--- config.mk ---
export PLATFORM = sky130hd
export DESIGN_NAME = ql_bus_top
export DESIGN_NICKNAME = d
export VERILOG_FILES = /design/src/source/ql_bus_pkg.sv /design/src/source/ql_addr_decode.sv /design/src/source/ql_bus_top.sv /design/src/source/ql_clock_enables.sv /design/src/source/ql_goldcard_shadow.sv /design/src/source/ql_read_mux.sv /design/src/source/ql_reset_ctrl.sv
export SDC_FILE = /design/constraint.sdc
export NUM_CORES = 1
export LEC_CHECK = 0
export BUFFER_PORTS_ARGS = -buffer_cell sky130_fd_sc_hd__buf_2
export CORE_MARGIN = 4
export CORE_UTILIZATION = 54
export CTS_CLUSTER_DIAMETER = 150
export DETAILED_ROUTE_END_ITERATION = 10
export GPL_TIMING_DRIVEN = 1
export PLACE_DENSITY = 0.87
export SLEW_MARGIN = 20
export SYNTH_ARGS = -nofsm -noshare
export SYNTH_HDL_FRONTEND = slang
export SYNTH_SLANG_ARGS = --single-unit
--- constraint.sdc ---
create_clock -name clk_sys -period 4.6 [get_ports clk_sys]
set_input_delay 0.46 -clock clk_sys [delete_from_list [all_inputs] [get_ports clk_sys]]
set_output_delay 0.46 -clock clk_sys [all_outputs]
set_load 0.005 [all_outputs]
--- src/source/ql_bus_pkg.sv ---
// QL bus core shared definitions
// Config codes, CPU bus and region bundles, clock-enable increments
// and the GoldCard register offsets used across the bus core

package ql_bus_pkg;

	// ========================================
	// Config codes
	// ========================================
	typedef logic [1:0] ram_size_t;
	typedef logic [1:0] cpu_speed_t;

	localparam ram_size_t ram_128k  = 2'd0;
	localparam ram_size_t ram_640k  = 2'd1;
	localparam ram_size_t ram_896k  = 2'd2;
	localparam ram_size_t ram_4096k = 2'd3;   // Also selects GoldCard mode

	localparam cpu_speed_t speed_ql   = 2'd0; // Original 15 MHz bus
	localparam cpu_speed_t speed_16   = 2'd1;
	localparam cpu_speed_t speed_24   = 2'd2;
	localparam cpu_speed_t speed_full = 2'd3; // One phase per clk_sys

	typedef struct packed {
		ram_size_t  ram_size;
		cpu_speed_t cpu_speed;
	} ql_config_t;

	// ========================================
	// Bus bundles
	// ========================================
	typedef struct packed {
		logic [23:1] addr;   // Word address
		logic        as;
		logic        rw;     // High for read
		logic        uds;
		logic        lds;
		logic [15:0] wdata;
	} cpu_bus_t;

	// Select flags, several may be set together
	typedef struct packed {
		logic rom;           // $0000..$ffff
		logic os_rom;        // ROM minus ext ROM
		logic ext_rom;       // $c000..$ffff
		logic ram;           // Any RAM incl. GoldCard RAM
		logic ql_io;
		logic gc_io;
		logic gc_boot_rom;
		logic gc_os_rom;
		logic rd;            // Qualified read strobe
		logic wr;            // Qualified write strobe
	} ql_region_t;

	// ========================================
	// Constants
	// ========================================
	// Phase increments for 84 MHz, 65536 is one carry per clock
	localparam logic [16:0] fract_bus_ql   = 17'd11702;
	localparam logic [16:0] fract_bus_16   = 17'd24966;
	localparam logic [16:0] fract_bus_24   = 17'd37449;
	localparam logic [16:0] fract_bus_full = 17'd65536;

	localparam int div_tick_default   = 640;   // 84 MHz / 640 = 131.25 kHz
	localparam int reset_hold_default = 4095;

	localparam logic [15:0] open_bus_data = 16'hffff;

	localparam logic [7:0] gc_shadow_on_offset  = 8'h60; // glo_rena
	localparam logic [7:0] gc_shadow_off_offset = 8'h64; // glo_rdis

endpackage

--- src/source/ql_addr_decode.sv ---
// QL memory map decoder
// Rebuilds the byte address, wraps it for the configured RAM size
// and decodes the QL and GoldCard regions

`timescale 1ns/100ps

module ql_addr_decode (
	input  ql_bus_pkg::cpu_bus_t   cpu_bus,
	input  ql_bus_pkg::ram_size_t  ram_size,
	output ql_bus_pkg::ql_region_t region,
	output logic [23:0]            eff_addr
);

	logic [23:0] addr_mask;
	logic        gc_en;
	logic        bram;
	logic        xram;
	logic        gc_ram1;
	logic        gc_ram2;
	logic        strobe;

	// ========================================
	// Address wrap
	// ========================================
	always_comb
	begin
		case (ram_size)
			ql_bus_pkg::ram_128k:  addr_mask = 24'h03ffff; // 256 KB
			ql_bus_pkg::ram_640k:  addr_mask = 24'h0fffff; // 1 MB
			ql_bus_pkg::ram_896k:  addr_mask = 24'h0fffff;
			ql_bus_pkg::ram_4096k: addr_mask = 24'h7fffff; // 8 MB
		endcase
	end

	// A0 set only for a lower-byte-only access
	assign eff_addr = {cpu_bus.addr, !cpu_bus.uds && cpu_bus.lds} & addr_mask;

	assign gc_en = (ram_size == ql_bus_pkg::ram_4096k);

	// ========================================
	// RAM areas
	// ========================================
	assign bram = (eff_addr[23:17] == 7'h01);            // $20000..$3ffff

	always_comb
	begin
		case (ram_size)
			ql_bus_pkg::ram_640k:  xram = !(|eff_addr[23:20]) && ^eff_addr[19:18];
			ql_bus_pkg::ram_896k:  xram = !(|eff_addr[23:20]) && |eff_addr[19:18];
			ql_bus_pkg::ram_4096k: xram = !(|eff_addr[23:22]) && |eff_addr[21:18];
			ql_bus_pkg::ram_128k:  xram = 1'b0;           // Base RAM only
		endcase
	end

	// SuperGoldCard extra RAM around the I/O window
	assign gc_ram1 = gc_en && (eff_addr[23:15] == 9'h002);              // $10000..$17fff
	assign gc_ram2 = gc_en && (eff_addr[23:14] == 10'h007) && |eff_addr[13:8]; // $1c100..$1ffff

	// ========================================
	// Region flags
	// ========================================
	assign strobe = cpu_bus.as && (cpu_bus.uds || cpu_bus.lds);

	always_comb
	begin
		region.rom         = (eff_addr[23:16] == 8'h00);
		region.ext_rom     = (eff_addr[23:14] == 10'h003);  // $c000..$ffff
		region.os_rom      = region.rom && !region.ext_rom;
		region.ql_io       = (eff_addr[23:14] == 10'h006);  // $18000..$1bfff
		region.gc_io       = gc_en && (eff_addr[23:8] == 16'h01c0);
		region.ram         = bram || xram || gc_ram1 || gc_ram2;
		region.gc_boot_rom = gc_en && (eff_addr[23:16] == 8'h04);  // Boot ROM copy
		region.gc_os_rom   = gc_en && (eff_addr[23:16] == 8'h40);  // QL ROM copy
		region.rd          = strobe && cpu_bus.rw;
		region.wr          = strobe && !cpu_bus.rw;
	end

endmodule

--- src/source/ql_bus_top.sv ---
// QL system bus core
// Clock enables, reset sequencing, memory map decode, GoldCard
// shadow register and read mux between the 68000 port and memories

`timescale 1ns/100ps

module ql_bus_top #(
	parameter int div_tick   = ql_bus_pkg::div_tick_default,
	parameter int reset_hold = ql_bus_pkg::reset_hold_default
) (
	input  logic                   clk_sys,
	input  logic                   reset,
	input  logic                   restart_req,
	input  ql_bus_pkg::ql_config_t status_cfg,
	input  ql_bus_pkg::cpu_bus_t   cpu_bus,
	input  logic [15:0]            ql_rom_rdata,
	input  logic [15:0]            gc_rom_rdata,
	input  logic [15:0]            sdram_rdata,
	input  logic [15:0]            io_rdata,
	input  logic                   sdram_dtack,
	output logic [15:0]            cpu_rdata,
	output logic                   cpu_dtack,
	output logic                   sdram_we,
	output logic                   sdram_oe,
	output logic                   io_sel,
	output logic [23:1]            sdram_addr,
	output logic                   ce_bus_p,
	output logic                   ce_bus_n,
	output logic                   ce_tick,
	output logic                   core_reset
);

	ql_bus_pkg::ql_config_t cfg;       // Latched at restart
	ql_bus_pkg::ql_region_t region;
	logic [23:0]            eff_addr;
	logic                   gc_mode;
	logic                   shadow_on;
	logic                   shadow_read;
	logic                   shadow_write;

	assign gc_mode    = (cfg.ram_size == ql_bus_pkg::ram_4096k);
	assign sdram_addr = eff_addr[23:1];  // Wrapped word address

	ql_clock_enables #(.div_tick(div_tick)) u_ql_clock_enables (
		.clk_sys(clk_sys), .reset(reset), .cpu_speed(cfg.cpu_speed),
		.ce_bus_p(ce_bus_p), .ce_bus_n(ce_bus_n), .ce_tick(ce_tick)
	);

	ql_reset_ctrl #(.reset_hold(reset_hold)) u_ql_reset_ctrl (
		.clk_sys(clk_sys), .reset(reset), .restart_req(restart_req),
		.ce_bus_p(ce_bus_p), .status_cfg(status_cfg), .cfg(cfg),
		.core_reset(core_reset)
	);

	ql_addr_decode u_ql_addr_decode (
		.cpu_bus(cpu_bus), .ram_size(cfg.ram_size), .region(region),
		.eff_addr(eff_addr)
	);

	ql_goldcard_shadow u_ql_goldcard_shadow (
		.clk_sys(clk_sys), .reset(reset), .region(region), .cpu_bus(cpu_bus),
		.shadow_on(shadow_on), .shadow_read(shadow_read), .shadow_write(shadow_write)
	);

	ql_read_mux u_ql_read_mux (
		.region(region), .gc_mode(gc_mode), .shadow_on(shadow_on),
		.shadow_read(shadow_read), .shadow_write(shadow_write),
		.ql_rom_rdata(ql_rom_rdata), .gc_rom_rdata(gc_rom_rdata),
		.sdram_rdata(sdram_rdata), .io_rdata(io_rdata), .sdram_dtack(sdram_dtack),
		.cpu_rdata(cpu_rdata), .cpu_dtack(cpu_dtack), .sdram_we(sdram_we),
		.sdram_oe(sdram_oe), .io_sel(io_sel)
	);

endmodule

--- src/source/ql_clock_enables.sv ---
// QL clock enables
// Fractional phase accumulator for the CPU bus phases and a fixed
// divider for the refresh and RTC tick, all on the rising clk_sys edge

`timescale 1ns/100ps

module ql_clock_enables #(
	parameter int div_tick = ql_bus_pkg::div_tick_default
) (
	input  logic                   clk_sys,
	input  logic                   reset,
	input  ql_bus_pkg::cpu_speed_t cpu_speed,
	output logic                   ce_bus_p,
	output logic                   ce_bus_n,
	output logic                   ce_tick
);

	localparam int tick_w = (div_tick > 1) ? $clog2(div_tick) : 1;
	localparam logic [tick_w-1:0] tick_last = tick_w'(div_tick - 1);

	logic [16:0]       fract;     // Phase increment for the speed
	logic [15:0]       phase_acc;
	logic [16:0]       phase_sum; // Carry in bit 16
	logic              bus_pol;   // Next carry goes to p when low
	logic [tick_w-1:0] tick_cnt;

	// ========================================
	// CPU phase enables
	// ========================================
	always_comb
	begin
		case (cpu_speed)
			ql_bus_pkg::speed_ql:   fract = ql_bus_pkg::fract_bus_ql;
			ql_bus_pkg::speed_16:   fract = ql_bus_pkg::fract_bus_16;
			ql_bus_pkg::speed_24:   fract = ql_bus_pkg::fract_bus_24;
			ql_bus_pkg::speed_full: fract = ql_bus_pkg::fract_bus_full;
		endcase
		phase_sum = {1'b0, phase_acc} + fract;
	end

	always_ff @(posedge clk_sys)
	begin
		if (reset)
		begin
			phase_acc <= '0;
			bus_pol   <= 1'b0;
			ce_bus_p  <= 1'b0;
			ce_bus_n  <= 1'b0;
		end
		else
		begin
			phase_acc <= phase_sum[15:0];
			ce_bus_p  <= phase_sum[16] && !bus_pol;  // Even overflows
			ce_bus_n  <= phase_sum[16] && bus_pol;   // Odd overflows
			bus_pol   <= bus_pol ^ phase_sum[16];
		end
	end

	// ========================================
	// Refresh / RTC tick
	// ========================================
	always_ff @(posedge clk_sys)
	begin
		if (reset)
		begin
			tick_cnt <= '0;
			ce_tick  <= 1'b0;
		end
		else
		begin
			if (tick_cnt == tick_last)
				tick_cnt <= '0;
			else
				tick_cnt <= tick_cnt + 1'b1;
			ce_tick <= (tick_cnt == tick_last);  // Once per div_tick
		end
	end

endmodule

--- src/source/ql_goldcard_shadow.sv ---
// GoldCard shadow ROM control
// Register that swaps the OS ROM area to its RAM copy, and the
// qualified shadow read and copy-write strobes

`timescale 1ns/100ps

module ql_goldcard_shadow (
	input  logic                   clk_sys,
	input  logic                   reset,
	input  ql_bus_pkg::ql_region_t region,
	input  ql_bus_pkg::cpu_bus_t   cpu_bus,
	output logic                   shadow_on,
	output logic                   shadow_read,
	output logic                   shadow_write
);

	logic [7:0] reg_offset;
	logic       reg_write;

	assign reg_offset = {cpu_bus.addr[7:1], 1'b0};
	// Register writes are upper byte only
	assign reg_write = region.gc_io && region.wr && cpu_bus.uds && !cpu_bus.lds;

	always_ff @(posedge clk_sys)
	begin
		if (reset)
			shadow_on <= 1'b0;
		else if (reg_write)
		begin
			if (reg_offset == ql_bus_pkg::gc_shadow_on_offset)
				shadow_on <= 1'b1;
			else if (reg_offset == ql_bus_pkg::gc_shadow_off_offset)
				shadow_on <= 1'b0;
		end
	end

	assign shadow_read  = region.rd && region.os_rom && shadow_on;
	assign shadow_write = region.wr && region.os_rom && !shadow_on;  // Loads the copy

endmodule

--- src/source/ql_read_mux.sv ---
// QL read data and DTACK multiplexer
// Picks CPU read data for QL and GoldCard modes, drives the SDRAM
// and I/O strobes and holds DTACK off for SDRAM accesses

`timescale 1ns/100ps

module ql_read_mux (
	input  ql_bus_pkg::ql_region_t region,
	input  logic                   gc_mode,
	input  logic                   shadow_on,
	input  logic                   shadow_read,
	input  logic                   shadow_write,
	input  logic [15:0]            ql_rom_rdata,
	input  logic [15:0]            gc_rom_rdata,
	input  logic [15:0]            sdram_rdata,
	input  logic [15:0]            io_rdata,
	input  logic                   sdram_dtack,
	output logic [15:0]            cpu_rdata,
	output logic                   cpu_dtack,
	output logic                   sdram_we,
	output logic                   sdram_oe,
	output logic                   io_sel
);

	logic        copy_write;  // OS ROM writes only land in GoldCard mode
	logic        sdram_acc;
	logic [15:0] gc_boot_data;
	logic [15:0] gc_shadow_data;
	logic [15:0] ql_data;

	assign copy_write = gc_mode && shadow_write;

	assign sdram_we = region.wr && (region.ram || copy_write);
	assign sdram_oe = region.rd && (region.ram || shadow_read);
	assign io_sel   = region.ql_io && (region.rd || region.wr);

	// ========================================
	// Read data tables
	// ========================================
	always_comb
	begin
		// GoldCard boot, shadow off
		if (region.rom || region.gc_boot_rom)
			gc_boot_data = gc_rom_rdata;
		else if (region.gc_os_rom)
			gc_boot_data = ql_rom_rdata;
		else if (region.ram)
			gc_boot_data = sdram_rdata;
		else
			gc_boot_data = ql_bus_pkg::open_bus_data;

		// GoldCard running, OS from RAM copy
		if (region.os_rom)
			gc_shadow_data = sdram_rdata;
		else if (region.ext_rom || region.gc_os_rom)
			gc_shadow_data = ql_rom_rdata;
		else if (region.ram)
			gc_shadow_data = sdram_rdata;
		else
			gc_shadow_data = ql_bus_pkg::open_bus_data;

		// Plain QL
		if (region.rom)
			ql_data = ql_rom_rdata;
		else if (region.ram)
			ql_data = sdram_rdata;
		else
			ql_data = ql_bus_pkg::open_bus_data;
	end

	always_comb
	begin
		if (region.ql_io)
			cpu_rdata = io_rdata;          // Mapped in every mode
		else if (gc_mode)
			cpu_rdata = shadow_on ? gc_shadow_data : gc_boot_data;
		else
			cpu_rdata = ql_data;
	end

	// SDRAM cycles wait for the controller, the rest ack at once
	assign sdram_acc = region.ram || shadow_read || copy_write;
	assign cpu_dtack = sdram_acc ? sdram_dtack : 1'b1;

endmodule

--- src/source/ql_reset_ctrl.sv ---
// QL core reset sequencer
// Holds the core in reset for a number of CPU phases after a restart
// and latches the RAM size and CPU speed while reset is held

`timescale 1ns/100ps

module ql_reset_ctrl #(
	parameter int reset_hold = ql_bus_pkg::reset_hold_default
) (
	input  logic                   clk_sys,
	input  logic                   reset,
	input  logic                   restart_req,
	input  logic                   ce_bus_p,
	input  ql_bus_pkg::ql_config_t status_cfg,
	output ql_bus_pkg::ql_config_t cfg,
	output logic                   core_reset
);

	localparam logic [11:0] hold_count = 12'(reset_hold);

	logic [11:0] reset_cnt;

	// Reload on any request, count down in CPU phases
	always_ff @(posedge clk_sys)
	begin
		if (reset || restart_req)
			reset_cnt <= hold_count;
		else if (ce_bus_p && reset_cnt != 12'd0)
			reset_cnt <= reset_cnt - 12'd1;
	end

	assign core_reset = (reset_cnt != 12'd0);

	// Config only follows the menu while the core is in reset,
	// so the memory map cannot move under a running CPU
	always_ff @(posedge clk_sys)
	begin
		if (core_reset)
			cfg <= status_cfg;
	end

endmodule
==> reports/metrics.cfg, run 1 <==
[pwr]
cellLeakagePower_nw=2.16
irDropWorstVdd_uv=373
p_per_area_nw_per_um2=242

[sta]
slew_headroom=0.263
fin_crit_sh=0.843
period_needed_ns=3.88
slew_viol_final=0
max_freq_mhz=258
hold_ws_ns=0.336
rsz0062_at_grt=no
setup_viol=0
tightest_slew_ns=1.10
hold_viol=0
setup_tns_ns=0
fin_skew_ns=0.00651

[layout]
fin_nets=788
final_cells=745
drive_gt1_frac=0.265
syn2layout_area_growth_pct=17.8
num_antenna_cells=0

[synth]
ys.flop_type=dfxtp_1
synth_top_area_share=0.209
synth-seq-cells=47
netlist_area_um2=4120
synth_area_leaders=dfxtp_1 21%, ha_1 8.2%, a21oi_1 7.2%
avgSynthCellArea_um2=7.72
yosysTopAreaCell=dfxtp_1
synth_edf_count=4
async_flop_share=0
synth_warnings=0
yosysUniqueCellTypes=66
syn_inst=534
synthesis.nets=677
seq_area_frac_synth=0.238

[clock_tree]
cts_tree=yes
clk_latency_ns=0.30
htreeDepth=2
cts-root-buf=clkbuf_8
clk_pin_slew_ns=0.08
cts_buffers=5
cts_setup_buffers=0
cts_hold_buf=0
cts_resized=0
cts_max_path_buffers=2
cts.sinks=47

[global_route]
grt_pass1_wl_um=18600
grt_max_degree=27
grt.overflow.total=0
grtUsageTotal=0.251
antenna_found_initial=0
grt_pass1_vias=4418

[floorplan]
fp.dieH_um=95.4
ioPinCount=162
die-area_um2=9090
die_w_um=95.4
core_um2=7330
initial_core_util=0.562
rows=31

[routing]
route.antenna.remaining_nets=0
drc=0
first_pass_iters=6
drt-total-wl_um=11900
wl_per_cell_um=16.0
vias=4562
viasPerCell=6.12
drtIter0Drc=242

[setup_path]
critPathLaunch=u_ql_reset_ctrl.cfg[2]$_DFFE_PN_
worst_path_largest_cell_delay_ns=0.69
path_cells=inv_1 -> ha_1 -> nand2b_1 -> ha_1 -> and3_1 -> nand2_2 -> o221ai_1 -> a21oi_1 -> o32a_1 -> buf_2
worst_r2r_endpoint=u_ql_clock_enables.bus_pol$_SDFF_PP0_
path_depth=10
cp.buffers_inverters=2
path_delay_family=simple AND/OR/NAND/NOR gates
reg2reg_slack_ns=1.28
r2r_cells=12
critPathLaunchType=flop
worstPathRequired_ns=4.14
path_common_cell=ha_1
cp_slowest_cell=and3_1
crit_fanout=18
worstSetupPathType=reg2out
endpoint=cpu_rdata[5]
r2r-start=u_ql_reset_ctrl.cfg[1]$_DFFE_PN_
worst_ep_arrival_time_ns=3.42
end_kind=output pin

[placement]
hpwlAfterDp_um=8960
routabilityCongestion=0.882
placed_cells=737
numPortBuffers=143

[outcome]
outcome=finished clean

[min_path]
hold_class=in2reg

[flow_run]
cap_violations=0

-- cells in the final DEF, fill, tap and decap left out, types with 15 or more instances in the layout --
cell / count
dfxtp_1: 43
ha_1: 27
o2bb2ai_1: 15
nand2_1: 57
a211o_1: 15
a21oi_1: 59
nor3_1: 16
nor2_1: 64
o221ai_1: 16
inv_1: 15
buf_2: 143
o32a_1: 15
xnor2_1: 15
-- power breakdown --
group          switching [mW]  internal (mW)
Combinational           0.242          0.201
Clock                   0.132          0.137
Sequential             0.0157          0.449
Total                   0.389          0.786
-- stage by stage --
step | utilization | cell area, µm² | setup WS (ns) | power [mW]
2_1_floorplan | - | 4120 | 1.69 | 0.774
3_3_place_gp | 0.647 | 4750 | 0.929 | 0.893
3_5_place_dp | 0.647 | 4750 | 0.803 | 0.910
4_1_cts | 0.662 | 4850 | 0.473 | 1.18
5_1_grt | 0.662 | 4850 | 0.552 | 1.25
6_report | 0.662 | 4850 | 0.721 | 1.18
-- kinds of logic after synthesis --
family	synth area share
other	0.000910
AND/OR/NAND/NOR	0.225
XOR/XNOR	0.0531
adder cells (fa/ha/maj)	0.0869
multiplexers	0.00516
AO/OA/AOI/OAI	0.316
flip-flops	0.238
buffers and inverters	0.0747
-- cell usage after synthesis (all sizes together) (10+ instances only) --
cell type / count
xor2: 10
nand2b: 10
clkbuf: 14
dfxtp: 43
buf: 30
a21oi: 59
xnor2: 15
a211o: 15
o221ai: 16
nand2: 58
nor2: 66
nor3: 17
inv: 15
o32a: 15
o21ai: 15
ha: 27
o2bb2ai: 15
-- per-layer routing --
metal,GRT usage,share of wire
met5,0,0
met4,0.111,0.018
met3,0.0474,0.099
met2,0.471,0.50
met1,0.272,0.38
-- worst min path at each step --
stage	from	to	slack (ns)	cells after the start
floorplan	u_ql_clock_enables.tick_cnt[0]$_SDFF_PP0_	u_ql_clock_enables.tick_cnt[0]$_SDFF_PP0_	0.43	1
global placement	u_ql_clock_enables.tick_cnt[0]$_SDFF_PP0_	u_ql_clock_enables.tick_cnt[0]$_SDFF_PP0_	0.44	1
detailed placement	u_ql_clock_enables.tick_cnt[0]$_SDFF_PP0_	u_ql_clock_enables.tick_cnt[0]$_SDFF_PP0_	0.46	1
CTS	status_cfg[2]	u_ql_reset_ctrl.cfg[2]$_DFFE_PN_	0.33	1
global route	status_cfg[2]	u_ql_reset_ctrl.cfg[2]$_DFFE_PN_	0.32	1
finish	status_cfg[2]	u_ql_reset_ctrl.cfg[2]$_DFFE_PN_	0.34	1
-- flip-flops by register name (all words and copies together), names as in the netlist --
name and count:
u_ql_clock_enables.phase_acc 16, u_ql_reset_ctrl.reset_cnt 12, u_ql_clock_enables.tick_cnt 10, u_ql_reset_ctrl.cfg 4, u_ql_clock_enables.bus_pol 1, u_ql_clock_enables.ce_bus_n 1, u_ql_clock_enables.ce_bus_p 1, u_ql_clock_enables.ce_tick 1
u_ql_goldcard_shadow.shadow_on 1
-- final cells by class --
cell class                      instances  area, µm²
Multi-Input combinational cell        428       2830
Tap cell                               99        124
Sequential cell                        47        981
Timing Repair Buffer                  148        753
Clock buffer                            7       96.3
Inverter                               15       56.3
Clock inverter                          1       7.51
Fill cell                             640       2480
(Power assumes the default switching activity.)
==> inputs of run 2 (changes only) <==
--- a/config.mk
+++ b/config.mk
@@ -7,11 +7,11 @@
 export LEC_CHECK = 0
 export BUFFER_PORTS_ARGS = -buffer_cell sky130_fd_sc_hd__buf_2
 export CORE_MARGIN = 4
-export CORE_UTILIZATION = 54
+export CORE_UTILIZATION = 45
 export CTS_CLUSTER_DIAMETER = 150
 export DETAILED_ROUTE_END_ITERATION = 10
 export GPL_TIMING_DRIVEN = 1
-export PLACE_DENSITY = 0.87
+export PLACE_DENSITY = 0.78
 export SLEW_MARGIN = 20
 export SYNTH_ARGS = -nofsm -noshare
 export SYNTH_HDL_FRONTEND = slang
==> constraint.sdc (replaced) <==
create_clock -name clk_sys -period 3.25 [get_ports clk_sys]
set_input_delay 0.325 -clock clk_sys [delete_from_list [all_inputs] [get_ports clk_sys]]
set_output_delay 0.325 -clock clk_sys [all_outputs]
set_load 0.005 [all_outputs]
==> run 2 against run 1 <==
Net effect: combinational power up 58%; non-clock buffer count up 24; clock power up 30%; hold slack worse by 0.13 ns; register-to-register slack worse by 0.93 ns; sequential cell count unchanged; routed wire length up 2.8%; worst setup slack worse by 0.62 ns; largest cell class unchanged; largest power group is now combinational logic.
==> reports/metrics.cfg, run 2 (synthesis results as in run 1) <==
[floorplan]
die-area_um2=10800  ; was 9090 µm²
die_w_um=104  ; was 95.4 µm
core_um2=8810  ; was 7330 µm²
initial_core_util=0.468  ; was 0.562
ioPinCount=162  ; unchanged
rows=34  ; was 31
fp.dieH_um=104  ; was 95.4 µm

[setup_path]
path_delay_family=compound AO/OA/AOI/OAI gates  ; was simple AND/OR/NAND/NOR gates
cp.buffers_inverters=4  ; was 2
path_cells=inv_1 -> ha_1 -> nand2b_1 -> ha_2 -> buf_6 -> nand4_1 -> o211a_1 -> buf_6 -> a211o_1 -> o32a_1 -> buf_2  ; was inv_1 -> ha_1 -> nand2b_1 -> ha_1 -> and3_1 -> nand2_2 -> o221ai_1 -> a21oi_1 -> o32a_1 -> buf_2
worstPathRequired_ns=2.92  ; was 4.14 ns
critPathLaunchType=flop  ; unchanged
cp_slowest_cell=edfxtp_1  ; was and3_1
worst_ep_arrival_time_ns=2.82  ; was 3.42 ns
end_kind=output pin  ; unchanged
path_common_cell=buf_6  ; was ha_1
crit_fanout=15  ; was 18
path_depth=11  ; was 10
worst_path_largest_cell_delay_ns=0.39  ; was 0.69 ns
r2r_cells=12  ; unchanged
worstSetupPathType=reg2out  ; unchanged

[sta]
max_freq_mhz=318
setup_viol=0  ; unchanged
period_needed_ns=3.15
hold_ws_ns=0.205  ; was 0.336 ns
slew_viol_final=0  ; unchanged
fin_crit_sh=0.969
setup_tns_ns=0  ; unchanged
slew_headroom=0.496  ; was 0.263
fin_skew_ns=0.00629  ; was 0.00651 ns
setup_slack_ns=0.101  ; was 0.721 ns
hold_viol=0  ; unchanged
tightest_slew_ns=0.753  ; was 1.10 ns

[clock_tree]
cts_tree=yes  ; unchanged
clk_pin_slew_ns=0.08  ; about the same
cts_buffers=5  ; unchanged
cts.sinks=47  ; unchanged
htreeDepth=2  ; unchanged
cts-root-buf=clkbuf_8  ; unchanged
cts_hold_buf=0  ; unchanged
cts_max_path_buffers=2  ; unchanged
clk_latency_ns=0.29  ; was 0.30 ns

[placement]
numPortBuffers=143  ; unchanged
hpwlAfterDp_um=9400  ; was 8960 µm
routabilityCongestion=0.882  ; about the same
placed_area_um2=4890  ; was 4750 µm²
dpl_worst_slack_ns=-0.279  ; was 0.803 ns

[pwr]
cellLeakagePower_nw=2.30  ; was 2.16 nW
power.total_mw=1.71  ; was 1.18 mW
irDropWorstVdd_uv=347  ; was 373 µV
p_per_area_nw_per_um2=332  ; was 242 nW/µm²

[layout]
drive_gt1_frac=0.304  ; was 0.265
largest_reg_flops=16  ; unchanged
final_cell_mix=143 x buf_2, 63 x nor2_1, 59 x a21oi_1  ; was 143 x buf_2, 64 x nor2_1, 59 x a21oi_1
reg_top3=u_ql_clock_enables.phase_acc x16, u_ql_reset_ctrl.reset_cnt x12, u_ql_clock_enables.tick_cnt x10  ; unchanged
fin_nets=812  ; was 788
syn2layout_area_growth_pct=24.8  ; was 17.8%
layout_commonest_cell=buf_2  ; unchanged
stdcell_area_um2=5140  ; was 4850 µm²
top_register=u_ql_clock_enables.phase_acc  ; unchanged
num_antenna_cells=0  ; unchanged

[routing]
drtIter0Drc=247  ; was 242
first_pass_iters=4  ; was 6
viasPerCell=5.85  ; was 6.12
drt-total-wl_um=12200  ; was 11,900 µm
wl_per_cell_um=15.7  ; was 16.0 µm
drc=0  ; unchanged
route.antenna.remaining_nets=0  ; unchanged
vias=4554  ; was 4,562

[min_path]
hold_class=in2reg  ; unchanged
hold_depth=1  ; unchanged

[outcome]
outcome=finished clean  ; unchanged

[global_route]
grt.overflow.total=0  ; unchanged
grt_pass1_vias=4411  ; was 4,418
grtUsageTotal=0.215  ; was 0.251
grt_max_degree=27  ; unchanged
antenna_found_initial=0  ; unchanged
grt_pass1_wl_um=20100  ; was 18,600 µm

[flow_run]
cap_violations=0  ; unchanged

-- run 2: cell count changes in the layout (fill, tap and decap cells not counted), moves of 2 or more --
| cell | before | now |
|---|---|---|
| nand2_4 | 0 | 2 |
| buf_12 | 0 | 2 |
| nor2_4 | 0 | 2 |
| nand2_1 | 57 | 55 |
| buf_6 | 0 | 3 |
| buf_4 | 5 | 23 |
-- run 2: timing repair --
item	CTS	global route
pin swaps	1	6
resized for setup	4	18
endpoints found under the setup margin	15	19
buffers inserted	0	5
cloned	0	1
-- run 2: worst paths after layout --
path | startpoint | slack [ns] | to
setup / recovery | u_ql_reset_ctrl.cfg[2]$_DFFE_PN_ | 0.10 | cpu_rdata[9]
setup reg to reg | u_ql_reset_ctrl.cfg[1]$_DFFE_PN_ | 0.35 | u_ql_clock_enables.bus_pol$_SDFF_PP0_
hold / removal | status_cfg[2] | 0.21 | u_ql_reset_ctrl.cfg[2]$_DFFE_PN_
hold reg to reg | u_ql_clock_enables.tick_cnt[0]$_SDFF_PP0_ | 0.48 | u_ql_clock_enables.tick_cnt[0]$_SDFF_PP0_
-- run 2: routing by layer --
metal | vias up | part of all wire | global-route usage
met3 | 18 | 0.070 | 0.0435
li1 | 2227 | - | -
met2 | 165 | 0.51 | 0.402
met4 | 0 | 0.014 | 0.0655
met1 | 2144 | 0.40 | 0.243
met5 | - | 0 | 0
-- run 2: where the power goes --
group          internal [mW]  total (mW)  switching [mW]
clock network          0.172       0.350           0.178
registers              0.635       0.658          0.0224
logic                  0.338       0.698           0.360
-- run 2: final cells by class --
type                    instances  area [µm²]
repair buffers                172         987
clock inverters                 1        5.00
multi-input cells             428        2890
fillers                       800        3660
well taps                     108         135
flip-flops and latches         47         981
inverters                      15        56.3
clock buffers                   7        86.3
-- run 2: stage by stage --
| stage | std cells | util |
|---|---|---|
| after global placement | 764 | 0.556 |
| after global routing | 778 | 0.584 |
| after floorplan | 534 | - |
| after detailed placement | 764 | 0.556 |
| after CTS | 772 | 0.567 |
| final | 778 | 0.584 |
==> inputs of run 3 (changes only) <==
--- a/config.mk
+++ b/config.mk
@@ -6,12 +6,14 @@
 export NUM_CORES = 1
 export LEC_CHECK = 0
 export BUFFER_PORTS_ARGS = -buffer_cell sky130_fd_sc_hd__buf_2
+export CELL_PAD_IN_SITES_DETAIL_PLACEMENT = 0
+export CELL_PAD_IN_SITES_GLOBAL_PLACEMENT = 1
 export CORE_MARGIN = 4
-export CORE_UTILIZATION = 45
+export CORE_UTILIZATION = 32
 export CTS_CLUSTER_DIAMETER = 150
 export DETAILED_ROUTE_END_ITERATION = 10
 export GPL_TIMING_DRIVEN = 1
-export PLACE_DENSITY = 0.78
+export PLACE_DENSITY_LB_ADDON = 0.1
 export SLEW_MARGIN = 20
 export SYNTH_ARGS = -nofsm -noshare
 export SYNTH_HDL_FRONTEND = slang
==> run 3 against run 2 <==
Net effect: clock skew down 0.0022 ns; non-clock buffer count down 1; cell count up 8.1%; design area up 2.7%.
==> reports/metrics.cfg, run 3 (synthesis results as in run 1) <==
[outcome]
outcome=finished clean  ; unchanged

[layout]
register_area_um2=981  ; unchanged
top_register=u_ql_clock_enables.phase_acc  ; unchanged
fill_cells=1383  ; was 800
fin_nets=811  ; was 812
syn2layout_area_growth_pct=28.2  ; was 24.8%
final_cell_mix=143 x buf_2, 63 x nor2_1, 59 x a21oi_1  ; unchanged
reg_top3=u_ql_clock_enables.phase_acc x16, u_ql_reset_ctrl.reset_cnt x12, u_ql_clock_enables.tick_cnt x10  ; unchanged
multi_input_area_um2=2900  ; was 2890 µm²
layout_commonest_cell=buf_2  ; unchanged
num_antenna_cells=0  ; unchanged
largest_reg_flops=16  ; unchanged
final_cells=841  ; was 778
drive_gt1_frac=0.303  ; was 0.304

[floorplan]
die_w_um=121  ; was 104 µm
initial_core_util=0.326  ; was 0.468
core_um2=12600  ; was 8810 µm²
die-area_um2=14800  ; was 10,800 µm²
rows=41  ; was 34
fp.dieH_um=121  ; was 104 µm
ioPinCount=162  ; unchanged

[routing]
route.antenna.remaining_nets=0  ; unchanged
viasPerCell=5.34  ; was 5.85
drc=0  ; unchanged
drtIter0Drc=334  ; was 247
first_pass_iters=6  ; was 4
wl_per_cell_um=16.1  ; was 15.7 µm
drt-total-wl_um=13600  ; was 12,200 µm
vias=4491  ; was 4,554

[pwr]
p_switching_mw=0.598  ; was 0.561 mW
comb_power_share=0.369  ; was 0.409
irDropWorstVdd_uv=292  ; was 347 µV
switching_share=0.315  ; was 0.329
cellLeakagePower_nw=2.33  ; was 2.30 nW
p_per_area_nw_per_um2=359  ; was 332 nW/µm²
pwr-share-clk=0.283  ; was 0.205
cell_internal_pwr_mw=1.30  ; was 1.14 mW
p_seq_frac=0.347  ; was 0.386

[setup_path]
crit_fanout=15  ; unchanged
worstPathRequired_ns=2.92  ; about the same
worst_ep_arrival_time_ns=2.79  ; was 2.82 ns
end_kind=output pin  ; unchanged
cp_slowest_cell=edfxtp_1  ; unchanged
cp.buffers_inverters=4  ; unchanged
critPathLaunchType=flop  ; unchanged
worstSetupPathType=reg2out  ; unchanged
critPathLaunch=u_ql_reset_ctrl.cfg[3]$_DFFE_PN_  ; was u_ql_reset_ctrl.cfg[2]$_DFFE_PN_
reg2reg_slack_ns=0.34  ; was 0.35 ns
worst_path_largest_cell_delay_ns=0.38  ; was 0.39 ns
r2r-start=u_ql_reset_ctrl.cfg[1]$_DFFE_PN_  ; unchanged
path_cells=inv_1 -> ha_2 -> nand2b_4 -> ha_1 -> buf_6 -> a2111oi_4 -> a311oi_2 -> nand2_2 -> nor2_2 -> buf_12 -> o32a_1 -> buf_2  ; was inv_1 -> ha_1 -> nand2b_1 -> ha_2 -> buf_6 -> nand4_1 -> o211a_1 -> buf_6 -> a211o_1 -> o32a_1 -> buf_2
path_delay_family=compound AO/OA/AOI/OAI gates  ; unchanged

[sta]
setup_viol=0  ; unchanged
hold_viol=0  ; unchanged
setup_tns_ns=0  ; unchanged
max_freq_mhz=321  ; was 318 MHz
slew_viol_final=0  ; unchanged
tightest_slew_ns=0.771  ; was 0.753 ns
period_needed_ns=3.12  ; was 3.15 ns
fin_skew_ns=0.00406  ; was 0.00629 ns
slew_headroom=0.484  ; was 0.496
fin_crit_sh=0.959  ; was 0.969

[placement]
placed_cells=829  ; was 764
numPortBuffers=143  ; unchanged
routabilityCongestion=0.791  ; was 0.882
hpwlAfterDp_um=10200  ; was 9400 µm

[clock_tree]
clk_latency_ns=0.29  ; about the same
cts_max_path_buffers=2  ; unchanged
cts_tree=yes  ; unchanged
cts-root-buf=clkbuf_16  ; was clkbuf_8
cts_buffers=5  ; unchanged
cts.sinks=47  ; unchanged
clk_pin_slew_ns=0.06  ; was 0.08 ns
htreeDepth=2  ; unchanged

[flow_run]
cap_violations=0  ; unchanged

[global_route]
grt.overflow.total=0  ; unchanged
grtUsageTotal=0.177  ; was 0.215
grt_pass1_vias=4328  ; was 4,411
antenna_found_initial=0  ; unchanged
grt_max_degree=27  ; unchanged
grt_pass1_wl_um=21500  ; was 20,100 µm

[min_path]
hold_class=in2reg  ; unchanged
worstHoldStart=status_cfg[2]  ; unchanged

run 3: path summary, 6_finish.rpt:
path                                                     to  cells after the start
setup / recovery                               cpu_rdata[6]                     12
hold / removal             u_ql_reset_ctrl.cfg[2]$_DFFE_PN_                      1
setup reg to reg      u_ql_clock_enables.bus_pol$_SDFF_PP0_                     12
hold reg to reg   u_ql_clock_enables.tick_cnt[0]$_SDFF_PP0_                      1
run 3: timing repair:
item / in CTS / in global routing
hold buffers: 0 / 0
gates cloned: 0 / 1
setup endpoints to repair: 17 / 18
setup buffers: 0 / 3
resized for setup: 8 / 11
hold endpoints to repair: 0 / 0
pin swaps: 1 / 3
run 3: power groups by stage:
stage | combinational, mW | sequential (mW) | clock, mW
floorplan | 0.428 | 0.667 | 0
global placement | 0.654 | 0.671 | 0
finish | 0.701 | 0.659 | 0.538
CTS | 0.675 | 0.661 | 0.560
global route | 0.781 | 0.666 | 0.576
detailed placement | 0.662 | 0.674 | 0
run 3: per-layer routing:
metal | track usage | vias up | part of all wire
li1 | - | 2230 | -
met1 | 0.225 | 2108 | 0.44
met2 | 0.319 | 143 | 0.49
met3 | 0.0214 | 10 | 0.062
met4 | 0.0385 | 0 | 0.0090
met5 | 0 | - | 0
run 3: per-stage QoR:
step	total power [mW]	util	setup slack [ns]	cell area (µm²)	hold WS [ns]
4_1_cts	1.90	0.411	0.0171	5180	0.201
3_5_place_dp	1.34	0.396	0.176	4990	0.457
3_3_place_gp	1.32	0.396	0.0727	4990	0.444
6_report	1.90	0.419	0.135	5280	0.210
2_1_floorplan	1.10	-	0.354	4120	0.424
5_1_grt	2.02	0.419	-0.000513	5280	0.203
run 3: worst register-to-register path, cell delays in order (launching register included):
cell	delay, ns
edfxtp_1	0.42
inv_1	0.10
nor2_1	0.08
ha_1	0.21
fa_1	0.39
a211oi_1	0.34
nor3_1	0.12
o21ai_0	0.27
nand2_1	0.12
a2111o_1	0.37
nand3_1	0.10
ha_1	0.23
nor2_1	0.09
run 3: area by class of cell:
class	count	share of cell area
multi-input cells	428	0.549
flip-flops and latches	47	0.186
repair buffers	171	0.184
well taps	172	0.0407
clock buffers	8	0.0296
inverters	15	0.0107
